`src/hdl/params_pkg.sv`:
```
//**********************************************************
// panel geometry and colour depth are fixed here, sized small
// for simulation; width and half height must be powers of two
//**********************************************************

package params;

    // columns per row, shifted out once per bit-plane
    localparam int unsigned PIXEL_WIDTH = 8;

    // rows per half panel, top and bottom halves scan together
    localparam int unsigned PIXEL_HALFHEIGHT = 4;

    // bits per colour channel, one bit-plane each
    localparam int unsigned BRIGHTNESS_LEVELS = 3;

    // default timing, overridable from the top level
    localparam int unsigned BRIGHTNESS_BASE_TIMEOUT = 4;
    localparam int unsigned BRIGHTNESS_STATE_TIMEOUT_OVERLAP = 10;
    localparam int unsigned FB_CREDITS = 4;

endpackage

```
`src/hdl/types_pkg.sv`:
```
//**********************************************************
// typedefs derived from the panel constants in params
//**********************************************************

package types;

    // column index, counts down during a row load
    typedef logic [$clog2(params::PIXEL_WIDTH)-1:0] col_addr_t;

    // row index within one half of the panel
    typedef logic [$clog2(params::PIXEL_HALFHEIGHT)-1:0] row_addr_t;

    // one-hot bit-plane select, msb is the brightest plane
    typedef logic [params::BRIGHTNESS_LEVELS-1:0] brightness_level_t;

    // binary-coded channels, one bit per plane
    typedef struct packed {
        logic [params::BRIGHTNESS_LEVELS-1:0] red;
        logic [params::BRIGHTNESS_LEVELS-1:0] green;
        logic [params::BRIGHTNESS_LEVELS-1:0] blue;
    } pixel_t;

    // half = 0 selects the top half, 1 the bottom half
    typedef struct packed {
        logic      half;
        row_addr_t row;
        col_addr_t col;
    } fb_addr_t;

endpackage

```
`src/hdl/timeout.sv`:
```
//**********************************************************
// one-shot down-counter, a start while running reloads it
//**********************************************************

module timeout #(
    parameter int unsigned COUNTER_WIDTH = 4
) (
    input  logic                     clk_in,
    input  logic                     reset,
    input  logic                     start,
    input  logic [COUNTER_WIDTH-1:0] value,
    output logic [COUNTER_WIDTH-1:0] counter,
    output logic                     running
);

    // counter is valid in the cycle after start
    always_ff @(posedge clk_in) begin
        if (reset) begin
            counter <= '0;
        end else if (start) begin
            counter <= value;
        end else if (running) begin
            // stops at zero and stays there
            counter <= counter - 1'b1;
        end
    end

    // high for exactly value cycles after a start
    assign running = (counter != '0);

endmodule

```
`src/hdl/brightness_timeout.sv`:
```
//**********************************************************
// output enable length is BASE << plane index cycles, the
// overlap flag is only meaningful while output enable is high
//**********************************************************

module brightness_timeout #(
    parameter int unsigned BRIGHTNESS_BASE_TIMEOUT = params::BRIGHTNESS_BASE_TIMEOUT,
    parameter int unsigned BRIGHTNESS_STATE_TIMEOUT_OVERLAP =
        params::BRIGHTNESS_STATE_TIMEOUT_OVERLAP
) (
    input  logic                     clk_in,
    input  logic                     reset,
    input  logic                     row_latch,
    input  types::brightness_level_t brightness_mask_active,
    output logic                     output_enable,
    output logic                     exceeded_overlap_time
);

    // longest pulse belongs to the msb plane
    localparam int unsigned MAX_WEIGHT =
        BRIGHTNESS_BASE_TIMEOUT << (params::BRIGHTNESS_LEVELS - 1);
    localparam int unsigned COUNT_W = $clog2(MAX_WEIGHT + 1);

    logic               pending;
    logic [COUNT_W-1:0] counter;
    logic [COUNT_W-1:0] weight;
    logic [COUNT_W-1:0] remaining;

    // weight from the one-hot plane, an empty mask counts as lsb
    always_comb begin
        weight = COUNT_W'(BRIGHTNESS_BASE_TIMEOUT);
        for (int i = 0; i < params::BRIGHTNESS_LEVELS; i++) begin
            if (brightness_mask_active[i]) begin
                weight = COUNT_W'(BRIGHTNESS_BASE_TIMEOUT << i);
            end
        end
    end

    // the active mask is captured on the same edge as the latch,
    // so the weight is loaded one cycle later from the pending slot
    always_ff @(posedge clk_in) begin
        if (reset) begin
            pending <= 1'b0;
            counter <= '0;
        end else if (row_latch) begin
            // a new latch always restarts the pulse
            pending <= 1'b1;
            counter <= '0;
        end else if (pending) begin
            pending <= 1'b0;
            counter <= weight - 1'b1;
        end else if (counter != '0) begin
            counter <= counter - 1'b1;
        end
    end

    // pending cycle is the first enable cycle
    assign output_enable = pending || (counter != '0);

    // enable cycles still to go, this one included
    assign remaining = pending ? weight : counter;

    assign exceeded_overlap_time = output_enable &&
        (int'(remaining) <= BRIGHTNESS_STATE_TIMEOUT_OVERLAP);

endmodule

```
`src/hdl/matrix_scan.sv`:
```
//**********************************************************
// overlap must stay below PIXEL_WIDTH + 4 cycles, otherwise the
// next latch lands inside the enable pulse and extends it
//**********************************************************

module matrix_scan #(
    parameter int unsigned BRIGHTNESS_BASE_TIMEOUT = params::BRIGHTNESS_BASE_TIMEOUT,
    parameter int unsigned BRIGHTNESS_STATE_TIMEOUT_OVERLAP =
        params::BRIGHTNESS_STATE_TIMEOUT_OVERLAP
) (
    input  logic                     clk_in,
    input  logic                     reset,
    output types::col_addr_t         column_address,
    output types::row_addr_t         row_address,
    output types::row_addr_t         row_address_active,
    output logic                     load_en,
    output logic                     row_latch,
    output logic                     output_enable,
    output types::brightness_level_t brightness_mask
);

    localparam int unsigned COL_W = $bits(types::col_addr_t);
    // one extra bit so the load counter can hold PIXEL_WIDTH
    localparam int unsigned LOAD_W = $clog2(params::PIXEL_WIDTH + 1);
    localparam types::brightness_level_t MASK_MSB =
        types::brightness_level_t'(1) << (params::BRIGHTNESS_LEVELS - 1);
    localparam types::row_addr_t ROW_LAST =
        types::row_addr_t'(params::PIXEL_HALFHEIGHT - 1);

    logic [1:0]               state;
    logic [2:0]               latch_sr;
    logic                     busy;
    logic                     state_advance;
    logic                     load_start;
    logic                     exceeded_overlap_time;
    types::brightness_level_t brightness_mask_active;

    // a load, or its trailing latch, is still in progress
    assign busy = load_en || (latch_sr != '0);

    // advance when the panel is dark or nearly done with this plane
    assign state_advance = !busy && (!output_enable || exceeded_overlap_time);

    // state[0] is the newest sample, a 0 -> 1 step starts one load
    always_ff @(posedge clk_in) begin
        if (reset) begin
            state <= 2'b00;
        end else begin
            state <= {state[0], state_advance};
        end
    end

    assign load_start = (state == 2'b01);

    // load_en high for PIXEL_WIDTH cycles
    timeout #(
        .COUNTER_WIDTH(LOAD_W)
    ) load_timer (
        .clk_in (clk_in),
        .reset  (reset),
        .start  (load_start),
        .value  (LOAD_W'(params::PIXEL_WIDTH)),
        .counter(),
        .running(load_en)
    );

    // column address width-1 down to 0, in step with load_en
    timeout #(
        .COUNTER_WIDTH(COL_W)
    ) column_timer (
        .clk_in (clk_in),
        .reset  (reset),
        .start  (load_start),
        .value  (COL_W'(params::PIXEL_WIDTH - 1)),
        .counter(column_address),
        .running()
    );

    // latch_sr[2] is load_en three cycles ago
    always_ff @(posedge clk_in) begin
        if (reset) begin
            latch_sr <= '0;
        end else begin
            latch_sr <= {latch_sr[1:0], load_en};
        end
    end

    // last column reaches the pins 2 cycles after its address,
    // latch one cycle after that
    assign row_latch = latch_sr[2] && !latch_sr[1];

    // plane and row bookkeeping on each latch
    always_ff @(posedge clk_in) begin
        if (reset) begin
            brightness_mask        <= MASK_MSB;
            brightness_mask_active <= '0;
            row_address            <= '0;
            row_address_active     <= '0;
        end else if (row_latch) begin
            // what was just shifted in is now what the panel shows
            brightness_mask_active <= brightness_mask;
            row_address_active     <= row_address;
            if (brightness_mask[0]) begin
                // lsb done, back to msb on the next row
                brightness_mask <= MASK_MSB;
                row_address     <= (row_address == ROW_LAST) ? '0 : row_address + 1'b1;
            end else begin
                brightness_mask <= brightness_mask >> 1;
            end
        end
    end

    brightness_timeout #(
        .BRIGHTNESS_BASE_TIMEOUT         (BRIGHTNESS_BASE_TIMEOUT),
        .BRIGHTNESS_STATE_TIMEOUT_OVERLAP(BRIGHTNESS_STATE_TIMEOUT_OVERLAP)
    ) oe_timer (
        .clk_in                (clk_in),
        .reset                 (reset),
        .row_latch             (row_latch),
        .brightness_mask_active(brightness_mask_active),
        .output_enable         (output_enable),
        .exceeded_overlap_time (exceeded_overlap_time)
    );

endmodule

```
`src/hdl/frame_buffer.sv`:
```
//**********************************************************
// the host may hold at most FB_CREDITS writes in flight, there
// is no ready; writes drain only while load_en is low
//**********************************************************

module frame_buffer #(
    parameter int unsigned FB_CREDITS = params::FB_CREDITS
) (
    input  logic             clk_in,
    input  logic             reset,
    input  logic             wr_valid,
    input  types::fb_addr_t  wr_addr,
    input  types::pixel_t    wr_data,
    output logic             credit_return,
    input  logic             load_en,
    input  types::col_addr_t column_address,
    input  types::row_addr_t row_address,
    output types::pixel_t    pixel_top,
    output types::pixel_t    pixel_bottom
);

    localparam int unsigned HALF_DEPTH = params::PIXEL_HALFHEIGHT * params::PIXEL_WIDTH;
    localparam int unsigned IDX_W = $bits(types::row_addr_t) + $bits(types::col_addr_t);
    localparam int unsigned PTR_W = (FB_CREDITS > 1) ? $clog2(FB_CREDITS) : 1;
    localparam int unsigned CNT_W = $clog2(FB_CREDITS + 1);
    localparam logic [PTR_W-1:0] PTR_LAST = PTR_W'(FB_CREDITS - 1);

    // one array per half so both halves read in the same cycle
    types::pixel_t   mem_top    [HALF_DEPTH];
    types::pixel_t   mem_bottom [HALF_DEPTH];

    // write queue storage
    types::fb_addr_t q_addr [FB_CREDITS];
    types::pixel_t   q_data [FB_CREDITS];

    logic [PTR_W-1:0] wr_ptr;
    logic [PTR_W-1:0] rd_ptr;
    logic [CNT_W-1:0] fifo_count;
    logic             pop;
    types::fb_addr_t  head_addr;
    logic [IDX_W-1:0] head_idx;
    logic [IDX_W-1:0] rd_idx;

    // commit only while the scan leaves the memory alone
    assign pop = (fifo_count != '0) && !load_en;

    assign head_addr = q_addr[rd_ptr];
    assign head_idx  = {head_addr.row, head_addr.col};
    assign rd_idx    = {row_address, column_address};

    // queue pointers and fill level
    always_ff @(posedge clk_in) begin
        if (reset) begin
            wr_ptr        <= '0;
            rd_ptr        <= '0;
            fifo_count    <= '0;
            credit_return <= 1'b0;
        end else begin
            if (wr_valid) begin
                wr_ptr <= (wr_ptr == PTR_LAST) ? '0 : wr_ptr + 1'b1;
            end
            if (pop) begin
                rd_ptr <= (rd_ptr == PTR_LAST) ? '0 : rd_ptr + 1'b1;
            end
            fifo_count <= fifo_count + CNT_W'(wr_valid) - CNT_W'(pop);
            // one credit back per committed write
            credit_return <= pop;
        end
    end

    // queue payload
    always_ff @(posedge clk_in) begin
        if (wr_valid) begin
            q_addr[wr_ptr] <= wr_addr;
            q_data[wr_ptr] <= wr_data;
        end
    end

    // commit the head entry into the selected half
    always_ff @(posedge clk_in) begin
        if (pop) begin
            if (head_addr.half) begin
                mem_bottom[head_idx] <= q_data[rd_ptr];
            end else begin
                mem_top[head_idx] <= q_data[rd_ptr];
            end
        end
    end

    // scan read, data one cycle after the address
    always_ff @(posedge clk_in) begin
        pixel_top    <= mem_top[rd_idx];
        pixel_bottom <= mem_bottom[rd_idx];
    end

endmodule

```
`src/hdl/pixel_shifter.sv`:
```
//**********************************************************
// pixels arrive one cycle after their address, outputs and
// pixel_clk leave one cycle after that
//**********************************************************

module pixel_shifter (
    input  logic                     clk_in,
    input  logic                     reset,
    input  types::pixel_t            pixel_top,
    input  types::pixel_t            pixel_bottom,
    input  types::brightness_level_t brightness_mask,
    input  logic                     load_en,
    output logic [2:0]               rgb_top,
    output logic [2:0]               rgb_bottom,
    output logic                     pixel_clk
);

    types::brightness_level_t mask_d;
    logic                     load_d;

    // picks the current plane bit of each channel, r g b order
    function automatic logic [2:0] plane_bits(types::pixel_t p, types::brightness_level_t m);
        return {|(p.red & m), |(p.green & m), |(p.blue & m)};
    endfunction

    // control path lines up with the memory read
    always_ff @(posedge clk_in) begin
        if (reset) begin
            load_d    <= 1'b0;
            pixel_clk <= 1'b0;
        end else begin
            load_d    <= load_en;
            pixel_clk <= load_d;
        end
    end

    // data path
    always_ff @(posedge clk_in) begin
        mask_d     <= brightness_mask;
        rgb_top    <= plane_bits(pixel_top, mask_d);
        rgb_bottom <= plane_bits(pixel_bottom, mask_d);
    end

endmodule

```
`src/hdl/led_matrix_top.sv`:
```
//**********************************************************
// column_address runs 2 cycles ahead of rgb and pixel_clk,
// the host must track its own write credits
//**********************************************************

module led_matrix_top #(
    parameter int unsigned BRIGHTNESS_BASE_TIMEOUT = params::BRIGHTNESS_BASE_TIMEOUT,
    parameter int unsigned BRIGHTNESS_STATE_TIMEOUT_OVERLAP =
        params::BRIGHTNESS_STATE_TIMEOUT_OVERLAP,
    parameter int unsigned FB_CREDITS = params::FB_CREDITS
) (
    input  logic                     clk_in,
    input  logic                     reset,
    // host write port
    input  logic                     wr_valid,
    input  types::fb_addr_t          wr_addr,
    input  types::pixel_t            wr_data,
    output logic                     credit_return,
    // panel side
    output types::col_addr_t         column_address,
    output types::row_addr_t         row_address_active,
    output logic                     row_latch,
    output logic                     output_enable,
    output logic [2:0]               rgb_top,
    output logic [2:0]               rgb_bottom,
    output logic                     pixel_clk,
    output types::brightness_level_t brightness_mask
);

    types::row_addr_t row_address;
    logic             load_en;
    types::pixel_t    pixel_top;
    types::pixel_t    pixel_bottom;

    matrix_scan #(
        .BRIGHTNESS_BASE_TIMEOUT         (BRIGHTNESS_BASE_TIMEOUT),
        .BRIGHTNESS_STATE_TIMEOUT_OVERLAP(BRIGHTNESS_STATE_TIMEOUT_OVERLAP)
    ) scan (
        .clk_in            (clk_in),
        .reset             (reset),
        .column_address    (column_address),
        .row_address       (row_address),
        .row_address_active(row_address_active),
        .load_en           (load_en),
        .row_latch         (row_latch),
        .output_enable     (output_enable),
        .brightness_mask   (brightness_mask)
    );

    frame_buffer #(
        .FB_CREDITS(FB_CREDITS)
    ) fb (
        .clk_in        (clk_in),
        .reset         (reset),
        .wr_valid      (wr_valid),
        .wr_addr       (wr_addr),
        .wr_data       (wr_data),
        .credit_return (credit_return),
        .load_en       (load_en),
        .column_address(column_address),
        .row_address   (row_address),
        .pixel_top     (pixel_top),
        .pixel_bottom  (pixel_bottom)
    );

    pixel_shifter shifter (
        .clk_in         (clk_in),
        .reset          (reset),
        .pixel_top      (pixel_top),
        .pixel_bottom   (pixel_bottom),
        .brightness_mask(brightness_mask),
        .load_en        (load_en),
        .rgb_top        (rgb_top),
        .rgb_bottom     (rgb_bottom),
        .pixel_clk      (pixel_clk)
    );

endmodule

```
`config.mk`:
```
export PLATFORM = sky130hd
export DESIGN_NAME = led_matrix_top
export DESIGN_NICKNAME = d
export VERILOG_FILES = /design/src/hdl/params_pkg.sv /design/src/hdl/types_pkg.sv /design/src/hdl/timeout.sv /design/src/hdl/brightness_timeout.sv /design/src/hdl/matrix_scan.sv /design/src/hdl/frame_buffer.sv /design/src/hdl/pixel_shifter.sv /design/src/hdl/led_matrix_top.sv
export SDC_FILE = /design/constraint.sdc
export NUM_CORES = 1
export LEC_CHECK = 0
export CORE_MARGIN = 4
export CORE_UTILIZATION = 50
export CTS_BUF_LIST = sky130_fd_sc_hd__clkbuf_8
export DETAILED_ROUTE_END_ITERATION = 8
export DONT_BUFFER_PORTS = 1
export PLACE_DENSITY_LB_ADDON = 0.15
export SLEW_MARGIN = 20
export SYNTH_ARGS = -nofsm -noshare
export SYNTH_HDL_FRONTEND = slang
export SYNTH_SLANG_ARGS = --single-unit
```
`constraint.sdc`:
```
create_clock -name clk_in -period 2.5 [get_ports clk_in]
set_clock_uncertainty 0.05 [all_clocks]
set_input_delay 0 -clock clk_in [delete_from_list [all_inputs] [get_ports clk_in]]
set_output_delay 0 -clock clk_in [all_outputs]
set_load 0.01 [all_outputs]
```
==> results.toml <==
[status]
status = "finished, final reports clean"

[synth]
synth.area.top_cells = "edfxtp_1, mux2i_1, dfxtp_1, a22oi_1, mux4_2"
synth_common_cells = "edfxtp_1, mux2i_1, nor2_1"
ys_seq_area_share_pct = 75.4
yosysTopAreaCell = "edfxtp_1"
synth-edff-count = 636
netlist_instances = 1600
ys_types = 41
synth_nets = 1632
netlist_area_um2 = 27000
syn_area_per_cell_um2 = 16.9
ys_ff_latch = 700
synth_most_common_cell = "edfxtp_1"
ys_async_sr_fraction_pct = 0
synth.top_cell.area_share_pct = 70.7
synth_flop_cell = "edfxtp_1"
yosys_warnings = 0

[drt]
num_vias = 14500
avgRoutedWirePerCell_um = 23.8
detail-route-antenna-nets = 0
drt_pass1_iterations = 7
drt_iter0_drc = 1220
route.detailed.drc = 0
finalWirelength_um = 61100
viasPerCell = 5.64

[sta]
hold_viol_final = 0
fin_ws_ps = 85.9
slew-limit-headroom_pct = 42.1
drv_slew = 0
layout_min_cycle_time_ps = 2410
tightest_slew_ps = 868
rsz0062_at_grt = "no"
fmax_mhz = 414
period_share_pct = 96.6
setup_viol = 0

[global_routing]
grt_max_degree = 65
grt_pass1_vias = 14900
grt_remaining_overflow = 0
grt_pass1_wl_um = 91900
grt_antenna_before_repair = 1
grt_usage_pct = 21.4

[die]
rows = 84
fp.dieArea_um2 = 57800
ios = 36
die_w_um = 240
initial_utilization_pct = 50.9
core_area_um2 = 53100
die_y_um = 240

[cts]
cts_tree = "built"
numCtsBuffers = 110
path_clk_slew_ps = 60
clkSinkCount = 700
cts_root_buf = "clkbuf_8"
clk_latency_ps = 700
htreeDepth = 3
cts_setup_buffers = 0
clockBufferDepth = 3

[power]
power.leakage_nw = 10.6
clkPwrFrac_pct = 26.9
ir_drop_uv = 807
power_switching_w = 0.0105
post-layout-total-power_w = 0.0330
comb_power_share_pct = 27.9
seqPwrFrac_pct = 45.3
p_int_w = 0.0225
switching_share_pct = 31.9
powerDensity_nw_per_um2 = 1060

[job]
maxCapViolCount = 0

[worst_hold_path]
hp-class = "primary input to register"
hold_path_startpoint = "wr_valid"
min_delay_path_depth = 3
whs_endpoint = "fb.wr_ptr[1]$_SDFFE_PP0P_"

[critical_path]
arrival_ps = 2700
cp.required_ps = 2780
r2r_slack_ps = 90
r2r_cells = 4
rr_endpoint = "fb.mem_bottom[0][8]$_DFFE_PP_"
startpoint_type = "register"
setup.worst_path.class = "register to register"
endpoint_kind = "register"
cp_max_fo = 9

[placement]
dp_hpwl_um = 35600
routabilityCongestion = 0.827
place_ws_ps = -159
port_buffers = 0

[layout]
nets = 1818
area_growth_pct = 15.4
drive_gt1_share_pct = 17.2
## layout make-up
class | count | area [um2]
diodes | 1 | 2.50
well taps | 688 | 861
repair buffers | 158 | 1560
clock buffers | 116 | 1600
fillers | 4018 | 21900
flip-flops and latches | 700 | 20400
inverters | 18 | 67.6
multi-input cells | 798 | 6260
clock inverters | 90 | 445
## cell families after synthesis
logic type	count (synthesis)	synth area share, %
xor gates and xnor gates	8	0.259
and+or+nand+nor	277	4.88
buffers and inverters	102	1.69
muxes	310	12.2
AOI/OAI and AO/OA	189	4.92
adders and majority gates	14	0.676
DFF	700	75.4
## power groups by stage
stage                     Combinational [W]  Sequential, W  Clock (W)
after floorplan                     0.00552         0.0151          0
after detailed placement            0.00917         0.0152          0
after CTS                           0.00925         0.0149    0.00908
final                               0.00920         0.0149    0.00886
after global routing                0.00982         0.0150    0.00968
after global placement              0.00905         0.0152          0
## layout by cell type, fill, tap and decap left out, types with 3 or more instances in the layout
master | synthesis | routed
nand3_1 | 39 | 39
nor3_1 | 24 | 24
clkbuf_8 | 0 | 116
a22oi_1 | 72 | 72
nand4_1 | 18 | 18
nor2b_1 | 12 | 9
nor2_1 | 86 | 76
clkinv_2 | 0 | 16
xnor2_1 | 6 | 6
nor2_4 | 1 | 3
and2_1 | 6 | 5
nor2_2 | 8 | 16
mux4_2 | 15 | 15
buf_4 | 2 | 101
nand2_2 | 8 | 9
nand3b_1 | 3 | 3
a31oi_1 | 18 | 18
a22o_1 | 36 | 36
inv_1 | 17 | 53
dfxtp_1 | 64 | 63
a21oi_1 | 53 | 53
clkinv_1 | 1 | 30
dlygate4sd3_1 | 0 | 32
clkinvlp_4 | 0 | 4
nand2_1 | 55 | 54
ha_1 | 13 | 12
edfxtp_1 | 636 | 636
nand2b_1 | 8 | 8
a222oi_1 | 6 | 6
buf_12 | 0 | 24
mux2i_1 | 295 | 295
## flip-flops by register name, summed over array words and instances (netlist names), named ones only
register	count
fb.mem_top	288
scan.load_timer.counter	4
shifter.rgb_bottom	3
fb.rd_ptr	2
fb.wr_ptr	2
fb.fifo_count	3
scan.oe_timer.counter	5
fb.q_addr	24
shifter.mask_d	3
scan.brightness_mask	3
shifter.rgb_top	3
fb.pixel_top	9
fb.pixel_bottom	9
scan.latch_sr	3
scan.column_timer.counter	3
fb.q_data	36
scan.row_address_active	2
fb.credit_return	1
scan.row_address	2
scan.state	2
scan.oe_timer.pending	1
scan.brightness_mask_active	2
fb.mem_bottom	288
## stage by stage
| stage | std cells | area (um2) | utilization, % | setup TNS, ps | hold WS [ps] |
|---|---|---|---|---|---|
| global route | 2569 | 31200 | 58.8 | 0 | 168 |
| floorplan | 1600 | 27000 | - | 0 | 21.6 |
| CTS | 2567 | 31100 | 58.7 | 0 | 98.4 |
| detailed placement | 2329 | 28800 | 54.2 | -3420 | 19.0 |
| global placement | 2329 | 28800 | 54.2 | -148 | 20.2 |
| finish | 2569 | 31200 | 58.8 | 0 | 160 |
## critical path: stages (launching register included)
cell     delay (ps)
dfxtp_1         370
buf_12          140
mux4_2          580
or3_4           470
nor2_2          440
## per-layer routing
| metal | GRT usage, % | wire (um) | vias to the layer above |
|---|---|---|---|
| met2 | 35.1 | 30000 | 436 |
| met4 | 6.80 | 1400 | 0 |
| met5 | 0 | 0 | - |
| li1 | - | - | 6641 |
| met1 | 29.2 | 26100 | 7332 |
| met3 | 4.15 | 3600 | 82 |
## worst max path at each step
stage	endpoint	slack, ps	depth (start not counted)
2_1_floorplan	fb.mem_bottom[17][0]$_DFFE_PP_	30	7
3_3_place_gp	fb.mem_bottom[22][5]$_DFFE_PP_	-20	5
3_5_place_dp	fb.mem_bottom[22][0]$_DFFE_PP_	-160	5
4_1_cts	fb.mem_bottom[22][6]$_DFFE_PP_	3	5
5_1_grt	fb.mem_bottom[30][0]$_DFFE_PP_	10	7
6_report	fb.mem_bottom[0][8]$_DFFE_PP_	90	4
## what timing repair did
action,CTS,global route
pin swaps,0,1
hold endpoints to repair,157,31
gates resized for setup,7,9
setup endpoints to repair,63,163
hold buffers,32,1
Power figures use the tool's default switching activity.
